<file path="src/design/gb_config.svh">
`ifndef GB_CONFIG_SVH
`define GB_CONFIG_SVH

// Bus widths
`define GB_ADR_W        16
`define GB_DATA_W       8

// Cycles the console is held in reset after power or system reset
`define GB_RESET_TICKS  15

// Each region of the memory map runs up to the next base
`define GB_VRAM_BASE    16'h8000
`define GB_XRAM_BASE    16'hA000
`define GB_WRAM_BASE    16'hC000
`define GB_ECHO_END     16'hFE00
`define GB_OAM_BASE     16'hFE00
`define GB_OAM_END      16'hFEA0
`define GB_IO_BASE      16'hFF00

// Pulled-up data bus when nothing drives it
`define GB_OPEN_BUS     8'hFF

`endif

</file>
<file path="src/design/gb_bus_pkg.sv">
`include "gb_config.svh"

package gb_bus_pkg;

	typedef logic [`GB_ADR_W-1:0]  gb_adr_t;
	typedef logic [`GB_DATA_W-1:0] gb_data_t;
	typedef logic [12:0]           gb_vram_adr_t;
	typedef logic [7:0]            gb_oam_adr_t;

	// Who drives VRAM this cycle
	typedef enum logic [1:0] {
		VRAM_NONE,
		VRAM_PPU,
		VRAM_DMA,
		VRAM_CPU
	} vram_owner_e;

	typedef enum logic [1:0] {
		OAM_NONE,
		OAM_PPU,
		OAM_DMA,
		OAM_CPU
	} oam_owner_e;

	// The cartridge and work RAM bus always has a master
	typedef enum logic {
		EXT_CPU,
		EXT_DMA
	} ext_owner_e;

	// Read data source shared by the CPU and the DMA engine
	typedef enum logic [2:0] {
		SRC_OPEN,
		SRC_VRAM,
		SRC_OAM,
		SRC_EXT,
		SRC_IO
	} cpu_src_e;

	typedef enum logic [1:0] {
		RST_COUNT,
		RST_RUN,
		RST_OFF
	} reset_state_e;

endpackage

</file>
<file path="src/design/gb_mem_sel_if.sv">
`timescale 1ns/1ns

// Region selects of one bus master with at most one high at a time
interface gb_mem_sel_if;

	logic rom;
	logic xram;
	logic wram;
	logic vram;
	logic oam;
	logic io;

	modport decoder (
		output rom, xram, wram, vram, oam, io
	);

	modport ctrl (
		input rom, xram, wram, vram, oam, io
	);

endinterface

</file>
<file path="src/design/gb_access_ctrl.sv">
`timescale 1ns/1ns

module gb_access_ctrl (
	gb_mem_sel_if.ctrl                  cpu_sel,
	gb_mem_sel_if.ctrl                  dma_sel,
	input  logic                        dma_active,
	input  logic                        ppu_need_vram,
	input  logic                        ppu_need_oam,
	output gb_bus_pkg::vram_owner_e     vram_owner,
	output gb_bus_pkg::oam_owner_e      oam_owner,
	output gb_bus_pkg::ext_owner_e      ext_owner,
	output gb_bus_pkg::cpu_src_e        cpu_src,
	output gb_bus_pkg::cpu_src_e        dma_src
);

	logic cpu_ext;
	logic dma_ext;

	assign cpu_ext = cpu_sel.rom || cpu_sel.xram || cpu_sel.wram;
	assign dma_ext = dma_sel.rom || dma_sel.xram || dma_sel.wram;

	always_comb begin
		if (ppu_need_vram)
			vram_owner = gb_bus_pkg::VRAM_PPU;
		else if (dma_active && dma_sel.vram)
			vram_owner = gb_bus_pkg::VRAM_DMA;
		else if (cpu_sel.vram)
			vram_owner = gb_bus_pkg::VRAM_CPU;
		else
			vram_owner = gb_bus_pkg::VRAM_NONE;

		// A running OAM DMA always writes OAM whatever its source address
		if (ppu_need_oam)
			oam_owner = gb_bus_pkg::OAM_PPU;
		else if (dma_active)
			oam_owner = gb_bus_pkg::OAM_DMA;
		else if (cpu_sel.oam)
			oam_owner = gb_bus_pkg::OAM_CPU;
		else
			oam_owner = gb_bus_pkg::OAM_NONE;

		ext_owner = (dma_active && dma_ext) ? gb_bus_pkg::EXT_DMA : gb_bus_pkg::EXT_CPU;

		if (cpu_sel.io)
			cpu_src = gb_bus_pkg::SRC_IO;
		else if (cpu_sel.vram && vram_owner == gb_bus_pkg::VRAM_CPU)
			cpu_src = gb_bus_pkg::SRC_VRAM;
		else if (cpu_sel.oam && oam_owner == gb_bus_pkg::OAM_CPU)
			cpu_src = gb_bus_pkg::SRC_OAM;
		else if (cpu_ext && ext_owner == gb_bus_pkg::EXT_CPU)
			cpu_src = gb_bus_pkg::SRC_EXT;
		else
			cpu_src = gb_bus_pkg::SRC_OPEN;

		if (dma_sel.vram && !ppu_need_vram)
			dma_src = gb_bus_pkg::SRC_VRAM;
		else if (ext_owner == gb_bus_pkg::EXT_DMA)
			dma_src = gb_bus_pkg::SRC_EXT;
		else
			dma_src = gb_bus_pkg::SRC_OPEN;

		// The DMA engine sees VRAM data only while it owns VRAM and so never while the PPU fetches
		assert (!(dma_src == gb_bus_pkg::SRC_VRAM && vram_owner != gb_bus_pkg::VRAM_DMA))
			else $error("gb_access_ctrl: DMA reads VRAM that it does not own");
	end

endmodule

</file>
<file path="src/design/gb_bus_fabric.sv">
`timescale 1ns/1ns

module gb_bus_fabric (
	input  logic                     gbclk,
	input  logic                     rst_n,
	input  logic                     power_on,

	input  gb_bus_pkg::gb_adr_t      cpu_adr,
	input  logic                     cpu_rd,
	input  logic                     cpu_wr,
	input  gb_bus_pkg::gb_data_t     cpu_dout,
	output gb_bus_pkg::gb_data_t     cpu_din,

	input  logic                     dma_active,
	input  gb_bus_pkg::gb_adr_t      dma_adr_rd,
	input  gb_bus_pkg::gb_oam_adr_t  dma_adr_wr,
	input  logic                     dma_rd,
	input  logic                     dma_wr,
	input  gb_bus_pkg::gb_data_t     dma_dout,
	output gb_bus_pkg::gb_data_t     dma_din,

	input  logic                     ppu_need_vram,
	input  logic                     ppu_need_oam,
	input  gb_bus_pkg::gb_adr_t      ppu_adr,
	input  logic                     ppu_rd,

	input  gb_bus_pkg::gb_data_t     vram_dout,
	output gb_bus_pkg::gb_vram_adr_t vram_adr,
	output logic                     vram_rd,
	output logic                     vram_wr,

	input  gb_bus_pkg::gb_data_t     oam_dout,
	output gb_bus_pkg::gb_oam_adr_t  oam_adr,
	output logic                     oam_rd,
	output logic                     oam_wr,
	output gb_bus_pkg::gb_data_t     oam_din,

	input  gb_bus_pkg::gb_data_t     ext_data_in,
	output gb_bus_pkg::gb_adr_t      ext_adr,
	output logic                     ext_rd,
	output logic                     ext_wr,
	output logic                     ext_data_oe,
	output logic                     cs_rom,
	output logic                     cs_xram,
	output logic                     cs_wram,

	input  gb_bus_pkg::gb_data_t     io_dout,
	output logic                     reset_gb
);

	gb_bus_pkg::vram_owner_e vram_owner;
	gb_bus_pkg::oam_owner_e  oam_owner;
	gb_bus_pkg::ext_owner_e  ext_owner;
	gb_bus_pkg::cpu_src_e    cpu_src;
	gb_bus_pkg::cpu_src_e    dma_src;
	logic                    reset_done;

	gb_mem_sel_if cpu_sel ();
	gb_mem_sel_if dma_sel ();

	gb_mem_decode u_cpu_decode (
		.adr    (cpu_adr),
		.enable (1'b1),
		.sel    (cpu_sel)
	);

	// An idle DMA engine selects nothing
	gb_mem_decode u_dma_decode (
		.adr    (dma_adr_rd),
		.enable (dma_active),
		.sel    (dma_sel)
	);

	gb_access_ctrl u_access_ctrl (
		.cpu_sel       (cpu_sel),
		.dma_sel       (dma_sel),
		.dma_active    (dma_active),
		.ppu_need_vram (ppu_need_vram),
		.ppu_need_oam  (ppu_need_oam),
		.vram_owner    (vram_owner),
		.oam_owner     (oam_owner),
		.ext_owner     (ext_owner),
		.cpu_src       (cpu_src),
		.dma_src       (dma_src)
	);

	gb_bus_mux u_bus_mux (
		.vram_owner  (vram_owner),
		.oam_owner   (oam_owner),
		.cpu_src     (cpu_src),
		.dma_src     (dma_src),
		.cpu_adr     (cpu_adr),
		.cpu_rd      (cpu_rd),
		.cpu_wr      (cpu_wr),
		.cpu_dout    (cpu_dout),
		.dma_adr_rd  (dma_adr_rd),
		.dma_adr_wr  (dma_adr_wr),
		.dma_rd      (dma_rd),
		.dma_wr      (dma_wr),
		.dma_dout    (dma_dout),
		.ppu_adr     (ppu_adr),
		.ppu_rd      (ppu_rd),
		.vram_dout   (vram_dout),
		.oam_dout    (oam_dout),
		.ext_data_in (ext_data_in),
		.io_dout     (io_dout),
		.vram_adr    (vram_adr),
		.vram_rd     (vram_rd),
		.vram_wr     (vram_wr),
		.oam_adr     (oam_adr),
		.oam_rd      (oam_rd),
		.oam_wr      (oam_wr),
		.oam_din     (oam_din),
		.cpu_din     (cpu_din),
		.dma_din     (dma_din)
	);

	gb_ext_port u_ext_port (
		.gbclk       (gbclk),
		.rst_n       (rst_n),
		.reset_done  (reset_done),
		.ext_owner   (ext_owner),
		.cpu_adr     (cpu_adr),
		.dma_adr_rd  (dma_adr_rd),
		.cpu_rd      (cpu_rd),
		.cpu_wr      (cpu_wr),
		.dma_rd      (dma_rd),
		.cpu_sel     (cpu_sel),
		.dma_sel     (dma_sel),
		.ext_adr     (ext_adr),
		.ext_rd      (ext_rd),
		.ext_wr      (ext_wr),
		.ext_data_oe (ext_data_oe),
		.cs_rom      (cs_rom),
		.cs_xram     (cs_xram),
		.cs_wram     (cs_wram)
	);

	gb_reset_seq u_reset_seq (
		.gbclk      (gbclk),
		.rst_n      (rst_n),
		.power_on   (power_on),
		.reset_done (reset_done),
		.reset_gb   (reset_gb)
	);

endmodule

</file>
<file path="src/design/gb_bus_mux.sv">
`timescale 1ns/1ns
`include "gb_config.svh"

module gb_bus_mux (
	input  gb_bus_pkg::vram_owner_e  vram_owner,
	input  gb_bus_pkg::oam_owner_e   oam_owner,
	input  gb_bus_pkg::cpu_src_e     cpu_src,
	input  gb_bus_pkg::cpu_src_e     dma_src,
	input  gb_bus_pkg::gb_adr_t      cpu_adr,
	input  logic                     cpu_rd,
	input  logic                     cpu_wr,
	input  gb_bus_pkg::gb_data_t     cpu_dout,
	input  gb_bus_pkg::gb_adr_t      dma_adr_rd,
	input  gb_bus_pkg::gb_oam_adr_t  dma_adr_wr,
	input  logic                     dma_rd,
	input  logic                     dma_wr,
	input  gb_bus_pkg::gb_data_t     dma_dout,
	input  gb_bus_pkg::gb_adr_t      ppu_adr,
	input  logic                     ppu_rd,
	input  gb_bus_pkg::gb_data_t     vram_dout,
	input  gb_bus_pkg::gb_data_t     oam_dout,
	input  gb_bus_pkg::gb_data_t     ext_data_in,
	input  gb_bus_pkg::gb_data_t     io_dout,
	output gb_bus_pkg::gb_vram_adr_t vram_adr,
	output logic                     vram_rd,
	output logic                     vram_wr,
	output gb_bus_pkg::gb_oam_adr_t  oam_adr,
	output logic                     oam_rd,
	output logic                     oam_wr,
	output gb_bus_pkg::gb_data_t     oam_din,
	output gb_bus_pkg::gb_data_t     cpu_din,
	output gb_bus_pkg::gb_data_t     dma_din
);

	// Only the CPU ever writes VRAM
	always_comb begin
		vram_adr = '0;
		vram_rd  = 1'b0;
		vram_wr  = 1'b0;
		case (vram_owner)
			gb_bus_pkg::VRAM_PPU: begin
				vram_adr = gb_bus_pkg::gb_vram_adr_t'(ppu_adr);
				vram_rd  = ppu_rd;
			end
			gb_bus_pkg::VRAM_DMA: begin
				vram_adr = gb_bus_pkg::gb_vram_adr_t'(dma_adr_rd);
				vram_rd  = dma_rd;
			end
			gb_bus_pkg::VRAM_CPU: begin
				vram_adr = gb_bus_pkg::gb_vram_adr_t'(cpu_adr);
				vram_rd  = cpu_rd;
				vram_wr  = cpu_wr;
			end
			default: ;
		endcase
	end

	always_comb begin
		oam_adr = '0;
		oam_rd  = 1'b0;
		oam_wr  = 1'b0;
		oam_din = cpu_dout;
		case (oam_owner)
			gb_bus_pkg::OAM_PPU: begin
				oam_adr = gb_bus_pkg::gb_oam_adr_t'(ppu_adr);
				oam_rd  = ppu_rd;
			end
			gb_bus_pkg::OAM_DMA: begin
				oam_adr = dma_adr_wr;
				oam_wr  = dma_wr;
				oam_din = dma_dout;
			end
			gb_bus_pkg::OAM_CPU: begin
				oam_adr = gb_bus_pkg::gb_oam_adr_t'(cpu_adr);
				oam_rd  = cpu_rd;
				oam_wr  = cpu_wr;
			end
			default: ;
		endcase
	end

	always_comb begin
		case (cpu_src)
			gb_bus_pkg::SRC_VRAM: cpu_din = vram_dout;
			gb_bus_pkg::SRC_OAM:  cpu_din = oam_dout;
			gb_bus_pkg::SRC_EXT:  cpu_din = ext_data_in;
			gb_bus_pkg::SRC_IO:   cpu_din = io_dout;
			default:              cpu_din = `GB_OPEN_BUS;
		endcase

		case (dma_src)
			gb_bus_pkg::SRC_VRAM: dma_din = vram_dout;
			gb_bus_pkg::SRC_EXT:  dma_din = ext_data_in;
			default:              dma_din = `GB_OPEN_BUS;
		endcase
	end

endmodule

</file>
<file path="src/design/gb_ext_port.sv">
`timescale 1ns/1ns

module gb_ext_port (
	input  logic                   gbclk,
	input  logic                   rst_n,
	input  logic                   reset_done,
	input  gb_bus_pkg::ext_owner_e ext_owner,
	input  gb_bus_pkg::gb_adr_t    cpu_adr,
	input  gb_bus_pkg::gb_adr_t    dma_adr_rd,
	input  logic                   cpu_rd,
	input  logic                   cpu_wr,
	input  logic                   dma_rd,
	gb_mem_sel_if.ctrl             cpu_sel,
	gb_mem_sel_if.ctrl             dma_sel,
	output gb_bus_pkg::gb_adr_t    ext_adr,
	output logic                   ext_rd,
	output logic                   ext_wr,
	output logic                   ext_data_oe,
	output logic                   cs_rom,
	output logic                   cs_xram,
	output logic                   cs_wram
);

	logic cpu_ext;
	logic rd_next;
	logic wr_next;

	assign cpu_ext = cpu_sel.rom || cpu_sel.xram || cpu_sel.wram;

	// The DMA engine only reads from the external bus
	always_comb begin
		if (ext_owner == gb_bus_pkg::EXT_DMA) begin
			rd_next = dma_rd;
			wr_next = 1'b0;
		end else begin
			rd_next = cpu_rd && cpu_ext;
			wr_next = cpu_wr && cpu_ext;
		end
	end

	always_ff @(posedge gbclk) begin
		ext_adr <= (ext_owner == gb_bus_pkg::EXT_DMA) ? dma_adr_rd : cpu_adr;
	end

	always_ff @(posedge gbclk) begin
		if (!rst_n) begin
			ext_rd      <= 1'b0;
			ext_wr      <= 1'b0;
			ext_data_oe <= 1'b0;
			cs_rom      <= 1'b0;
			cs_xram     <= 1'b0;
			cs_wram     <= 1'b0;
		end else begin
			ext_rd <= rd_next;
			ext_wr <= reset_done && wr_next;
			// Data stays driven one cycle past the write strobe so the memory latches it
			ext_data_oe <= reset_done && (wr_next || ext_wr);
			cs_rom  <= reset_done && (cpu_sel.rom || dma_sel.rom);
			cs_xram <= reset_done && (cpu_sel.xram || dma_sel.xram);
			cs_wram <= cpu_sel.wram || dma_sel.wram;
		end
	end

endmodule

</file>
<file path="src/design/gb_mem_decode.sv">
`timescale 1ns/1ns
`include "gb_config.svh"

module gb_mem_decode (
	input  gb_bus_pkg::gb_adr_t adr,
	input  logic                enable,
	gb_mem_sel_if.decoder       sel
);

	logic in_rom;
	logic in_vram;
	logic in_xram;
	logic in_wram;
	logic in_oam;
	logic in_io;

	assign in_rom  = adr < `GB_VRAM_BASE;
	assign in_vram = (adr >= `GB_VRAM_BASE) && (adr < `GB_XRAM_BASE);
	assign in_xram = (adr >= `GB_XRAM_BASE) && (adr < `GB_WRAM_BASE);

	// Echo RAM at E000 mirrors work RAM, so it decodes the same way
	assign in_wram = (adr >= `GB_WRAM_BASE) && (adr < `GB_ECHO_END);
	assign in_oam  = (adr >= `GB_OAM_BASE) && (adr < `GB_OAM_END);

	// HRAM and IE live at the top of the I/O page as well
	assign in_io   = adr >= `GB_IO_BASE;

	always_comb begin
		sel.rom  = enable && in_rom;
		sel.vram = enable && in_vram;
		sel.xram = enable && in_xram;
		sel.wram = enable && in_wram;
		sel.oam  = enable && in_oam;
		sel.io   = enable && in_io;

		// Region boundaries out of order would select two regions at once
		assert ($onehot0({sel.rom, sel.xram, sel.wram, sel.vram, sel.oam, sel.io}))
			else $error("gb_mem_decode: overlapping regions for address %h", adr);
	end

endmodule

</file>
<file path="src/design/gb_reset_seq.sv">
`timescale 1ns/1ns
`include "gb_config.svh"

module gb_reset_seq (
	input  logic gbclk,
	input  logic rst_n,
	input  logic power_on,
	output logic reset_done,
	output logic reset_gb
);

	localparam int cnt_w = $clog2(`GB_RESET_TICKS + 1);
	localparam logic [cnt_w-1:0] last_tick = cnt_w'(`GB_RESET_TICKS);

	gb_bus_pkg::reset_state_e state;
	gb_bus_pkg::reset_state_e state_next;
	logic [cnt_w-1:0]         count;
	logic [cnt_w-1:0]         count_next;
	logic                     power_q;

	// Flipping the power switch either way restarts the whole count
	always_comb begin
		state_next = state;
		count_next = count;
		if (power_on != power_q) begin
			state_next = gb_bus_pkg::RST_COUNT;
			count_next = '0;
		end else if (state == gb_bus_pkg::RST_COUNT) begin
			if (count == last_tick)
				state_next = power_on ? gb_bus_pkg::RST_RUN : gb_bus_pkg::RST_OFF;
			else
				count_next = count + 1'b1;
		end
	end

	always_ff @(posedge gbclk) begin
		if (!rst_n) begin
			state      <= gb_bus_pkg::RST_COUNT;
			count      <= '0;
			power_q    <= power_on;
			reset_done <= 1'b0;
			reset_gb   <= 1'b1;
		end else begin
			state    <= state_next;
			count    <= count_next;
			power_q  <= power_on;
			reset_gb <= state_next != gb_bus_pkg::RST_RUN;
			// Stays set once the first count has finished
			if (state_next != gb_bus_pkg::RST_COUNT)
				reset_done <= 1'b1;
		end
	end

	// The console leaves reset only at the end of a full count
	assert property (@(posedge gbclk) disable iff (!rst_n)
		$fell(reset_gb) |-> $past(state) == gb_bus_pkg::RST_COUNT && $past(count) == last_tick)
		else $error("gb_reset_seq: console left reset before the count finished");

endmodule

</file>
<file path="config.mk">
export PLATFORM = sky130hd
export DESIGN_NAME = gb_bus_fabric
export DESIGN_NICKNAME = d
export VERILOG_FILES = /design/src/design/gb_bus_pkg.sv /design/src/design/gb_mem_sel_if.sv /design/src/design/gb_access_ctrl.sv /design/src/design/gb_bus_fabric.sv /design/src/design/gb_bus_mux.sv /design/src/design/gb_ext_port.sv /design/src/design/gb_mem_decode.sv /design/src/design/gb_reset_seq.sv
export VERILOG_INCLUDE_DIRS = /design/src /design/src/design
export SDC_FILE = /design/constraint.sdc
export NUM_CORES = 1
export LEC_CHECK = 0
export ABC_AREA = 0
export BUFFER_PORTS_ARGS = -buffer_cell sky130_fd_sc_hd__buf_4
export CORE_MARGIN = 2
export CORE_UTILIZATION = 37
export DETAILED_ROUTE_END_ITERATION = 8
export PLACE_DENSITY_LB_ADDON = 0.08
export SLEW_MARGIN = 20
export SYNTH_ARGS = -nofsm -noshare
export SYNTH_HDL_FRONTEND = slang
export SYNTH_HIERARCHICAL = 1
export SYNTH_SLANG_ARGS = --single-unit
</file>
<file path="constraint.sdc">
create_clock -name gbclk -period 1.8 [get_ports gbclk]
set_input_delay 0.18 -clock gbclk [delete_from_list [all_inputs] [get_ports gbclk]]
set_output_delay 0.18 -clock gbclk [all_outputs]
set_load 0.05 [all_outputs]
</file>
# Word level (Yosys, flattened, before mapping)
# Cells that the tools add are included.
[op_classes] add_sub_neg=1 magnitude_cmp=17 n_eq_ne=15 muxes=29 n_bitwise=3 n_reduce_logical=36
[ops] op="16-bit < comparator (second input constant)" n=9
[ops] op="16-bit >= comparator (second input constant)" n=8
[ops] op="13-bit one-hot mux with 3 select lines" n=1
[ops] op="8-bit one-hot mux with 4 select lines" n=1
[ops] op="2-bit 2-to-1 mux" n=12
[ops] op="8-bit one-hot mux with 3 select lines" n=1
[ops] op="1-bit logical AND" n=23
[ops] op="16-bit 2-to-1 mux" n=1
[ops] op="8-bit one-hot mux with 2 select lines" n=1
[ops] op="3-bit 2-to-1 mux" n=4
[ops] op="3-bit by 2-bit == test with 1-bit output (second input constant)" n=3
[ops] op="2-bit == test (second input constant)" n=4
[ops] op="1-bit logical OR" n=8
[ops] op="8-bit 2-to-1 mux" n=1
[ops] op="3-bit by 1-bit == test with 1-bit output (second input constant)" n=2
[ops] op="4-bit by 1-bit adder with 4-bit output (second input constant)" n=1
[ops] op="2-bit by 1-bit == test with 1-bit output (second input constant)" n=2
[ops] op="4-bit == test (second input constant)" n=1
[ops] op="1-bit 2-to-1 mux" n=4
[ops] op="1-bit one-hot mux with 2 select lines" n=2
[ops] op="3-bit == test (second input constant)" n=1
[ops] op="1-bit inverter" n=3
[ops] op="1-bit one-hot mux with 3 select lines" n=1
[ops] op="2-bit zero test" n=1
[ops] op="6 further kinds" n=6
[word_totals] regBits=31 input_bits=115 output_inout_bits=72 word_cells=113

# Logic depth before layout (Yosys ltp)
[logic_depth] depth_word=15 mapped_depth=9 ltp_nobuf=7

# Modules after synthesis
# Netlist, hierarchy kept.
[by_module_without_submodules] module="gb_bus_mux" instances=1 cells_per_inst=128 area_each_um2=1143.6 seq_area_each_um2=0.0
[by_module_without_submodules] module="gb_ext_port" instances=1 cells_per_inst=54 area_each_um2=757.0 seq_area_each_um2=440.4
[by_module_without_submodules] module="gb_reset_seq" instances=1 cells_per_inst=36 area_each_um2=350.3 seq_area_each_um2=180.2
[by_module_without_submodules] module="gb_mem_decode" instances=2 cells_per_inst=13 area_each_um2=90.1 seq_area_each_um2=0.0
[by_module_without_submodules] module="gb_access_ctrl" instances=1 cells_per_inst=23 area_each_um2=143.9 seq_area_each_um2=0.0
[by_module_without_submodules] module="gb_bus_fabric" instances=1 cells_per_inst=1 area_each_um2=3.8 seq_area_each_um2=0.0

# Worst setup path before layout
# No wires, ideal clock.
[synth_path] path_kind="input to output" startpoint="input cpu_adr[10]" endpoint="output cpu_din[6]" t_arrival_ns=2.822 required_time_ns=1.620 setup_slack_ns=-1.202 stages=8 n_path_buf=2 path_cell_list="nand4_2 nor4b_2 or3b_1 a211oi_2 buf_6 buf_8 mux2i_1 a221oi_1"
[synth_via] elab_chain_cells=12 elab_cells_between_ends=36 cone_classes="order compare: 10; eq/ne: 6; mux: 11; reduce/logical: 9"
[synth_lines] element="from (decl)" line="gb_bus_fabric.sv:8" rtl="input gb_bus_pkg::gb_adr_t cpu_adr,"
[synth_lines] element="16-bit >= comparator (no line) or 16-bit < comparator (tied branches)"
[synth_lines] element="1-bit logical AND (*)" line="gb_mem_decode.sv:23" rtl="assign in_oam = (adr >= `GB_OAM_BASE) && (adr < `GB_OAM_END);"
[synth_lines] element="net cpu_sel.oam" line="gb_mem_sel_if.sv:10" rtl="logic oam;"
[synth_lines] element="2-bit 2-to-1 mux" line="gb_access_ctrl.sv:37" rtl="else if (cpu_sel.oam)"
[synth_lines] element="2-bit 2-to-1 mux" line="gb_access_ctrl.sv:35" rtl="else if (dma_active)"
[synth_lines] element="2-bit 2-to-1 mux" line="gb_access_ctrl.sv:33" rtl="if (ppu_need_oam)"
[synth_lines] element="2-bit == test" line="gb_access_ctrl.sv:48" rtl="else if (cpu_sel.oam && oam_owner == gb_bus_pkg::OAM_CPU)"
[synth_lines] element="1-bit logical AND (*)" line="gb_access_ctrl.sv:48"
[synth_lines] element="3-bit 2-to-1 mux (*)" line="gb_access_ctrl.sv:48"
[synth_lines] element="3-bit 2-to-1 mux (*)" line="gb_access_ctrl.sv:46" rtl="else if (cpu_sel.vram && vram_owner == gb_bus_pkg::VRAM_CPU)"
[synth_lines] element="3-bit 2-to-1 mux (*)" line="gb_access_ctrl.sv:44" rtl="if (cpu_sel.io)"
[synth_lines] element="net cpu_src[1]" line="gb_bus_fabric.sv:54" rtl="gb_bus_pkg::cpu_src_e cpu_src;"
[synth_lines] element="3-bit == test (tied with other cells)" line="gb_bus_mux.sv:83" rtl="case (cpu_src)"
[synth_lines] element="8-bit one-hot mux with 4 select lines (*)" line="gb_bus_mux.sv:83"
[synth_lines] element="to (decl)" line="gb_bus_fabric.sv:12" rtl="output gb_bus_pkg::gb_data_t cpu_din,"
# The timed path passes the listed nets; every way through them passes the cells marked *.

# Final worst setup path
[layout_path] startpoint="input cpu_adr[13]" endpoint="output cpu_din[1]"
# The elaborated chain is that of the path after synthesis.

==> metrics.cfg <==
[sta]
setup_ws_ns=-0.650
finClkSkew_ns=0.00167
setup_viol=47
fin_crit_ns=2.45
clock.fmax_mhz=408
slew_viol_final=0
rsz0062_at_grt=true
slew_headroom_pct=64.5
worst_pin_slew_ns=0.532
min_period_over_period_pct=136
hold_viol_final=0
final.setup.tns_ns=-13.21
holdWs_ns=0.0381

[routing]
via_per_inst=5.28
detail-route-antenna-nets=0
drt_pass1_iterations=4
drc=0
wl_per_cell_um=18.2
drt-total-wl_um=10600
drt_iter0_drc=112
routed-via-count=3074

[clock_tree]
numCtsBuffers=5
cts_hold_buf=0
htree_num_levels=2
cts_buffer_depth=2
path_clk_slew_ns=0.07
clockRootBuffer=clkbuf_8
numClockSinks=31
clkLatencyLatePin_ns=0.29
cts_tree=built

[critical_path]
worst_setup_path_start_kind=primary input
r2r_slack_ns=0.36
end_kind=output port
crit_top_cell=buf_6
r2r-end=u_reset_seq/count[1]
worst_path_largest_cell_delay_ns=0.44
path_cells=buf_6 > nand4_1 > nor4b_4 > or3b_4 > a211oi_4 > buf_6 > buf_8 > mux2i_2 > a221oi_4 > buf_6
slowest_stage=or3b_4
rr_worst_depth=4
path_class=in2out
worst_ep_required_time_ns=1.62
path_max_fanout=5
arrival_ns=2.27
rr_startpoint=u_reset_seq/count[0]

[die]
die_x_um=86.7
start_util_pct=37.7
die_h_um=86.7
die-area_um2=7520
core_um2=6720
pin_count=187
rows=30

[layout]
fin_area_um2=5540
utilization_pct=82.5
antennaDiodeCount=0
drive_gt1_share_pct=75.9
final_nets=617
area_delta_synth_final_pct=119

[global_routing]
grt_pass1_wl_um=16200
grt_start_max_net_pins=20
grt_pass1_vias=3344
antenna_found_initial=0
grt_util_all_layers_pct=27.7
grt_remaining_overflow=0

[yosys]
yosysWarnings=6
syn_area_per_cell_um2=9.66
synthCells=262
synthesis.area_um2=2530

[placement]
placed_cell_area_um2=4550
globalplace.congestion=0.805
hpwl_um=7120
port-buffer-count=183

[outcome]
outcome=finished, violations left
failed_checks=setup timing

[min_path]
holdCritPathClass=in2reg
worstHoldStart=power_on
min_path_cells=1
holdPathEnd=u_reset_seq/power_q

[run]
cap_violations=0

[pwr]
powerDensity_nw_per_um2=561
ir_drop_mv=0.401
power_leakage_nw=2.56

==> worst max-delay path: cells and delay by family <==
kind / cells / cell delay [ns]
mux: 1 / 0.30
buf+inv: 4 / 0.56
compound gates: 2 / 0.37
simple gates: 3 / 0.87
==> per-stage QoR <==
stage          total power [mW]  worst slack, ns  instances
2_1_floorplan              1.60           -0.558        265
3_3_place_gp               2.10           -0.932        566
3_5_place_dp               2.12           -0.984        566
4_1_cts                    3.08           -0.602        584
5_1_grt                    3.23           -0.740        582
6_report                   3.11           -0.650        582
==> per-layer routing <==
layer / wire length (µm) / up-vias / global-route usage (%)
met4: 283 / 0 / 10.9
li1: - / 1454 / -
met2: 5820 / 137 / 51.8
met5: 0 / - / 0
met1: 3760 / 1456 / 28.3
met3: 738 / 27 / 8.57
==> area by class of cell <==
type	instances	area (µm²)
clock buffer	5	68.8
clock inverter	3	43.8
fill	394	1180
inverter	6	22.5
multi-input combinational	207	2410
sequential	31	621
tap	80	100
timing repair buffer	250	2280
==> power by group <==
part | internal (mW) | switching (mW) | leakage, nW | total (mW)
combinational | 0.802 | 0.866 | 2.24 | 1.67
sequential | 0.723 | 0.0148 | 0.257 | 0.738
clock | 0.412 | 0.294 | 0.0581 | 0.706
==> cell usage in the layout, fill, tap and decap left out, drive strengths merged, types with 6 or more instances in the layout <==
cell	count
a221oi	8
buf	250
dfxtp	31
nor4b	9
nor2	22
nand2	15
a22o	22
nor2b	7
inv	6
mux2	46
mux2i	19
==> sequential cells by signal (all words and copies together) (netlist names) <==
register and cells:
u_reset_seq/count 4, u_reset_seq/reset_gb 1, u_reset_seq/reset_done 1, u_ext_port/cs_wram 1
u_ext_port/ext_adr 16, u_reset_seq/state 2, u_ext_port/cs_rom 1, u_ext_port/ext_data_oe 1
u_ext_port/ext_wr 1, u_reset_seq/power_q 1, u_ext_port/cs_xram 1, u_ext_port/ext_rd 1
==> worst max-delay path by stage <==
stage                           start    endpoint  slack, ns  cells after the start
after floorplan           cpu_adr[14]  cpu_din[5]      -0.56                      8
final                     cpu_adr[13]  cpu_din[1]      -0.65                     10
after CTS                  cpu_adr[9]  cpu_din[2]      -0.60                     10
after detailed placement   cpu_adr[5]  cpu_din[3]      -0.98                     10
after global routing      cpu_adr[13]  cpu_din[1]      -0.74                     10
after global placement     cpu_adr[5]  cpu_din[2]      -0.93                     10
==> repair_timing <==
action	in CTS	in global routing
cloned	4	0
setup buffers	11	8
setup endpoints to repair	48	48
resized for setup	161	30
pin swaps	25	16
endpoints found under the hold margin	0	0
Power figures use the tool's default switching activity.
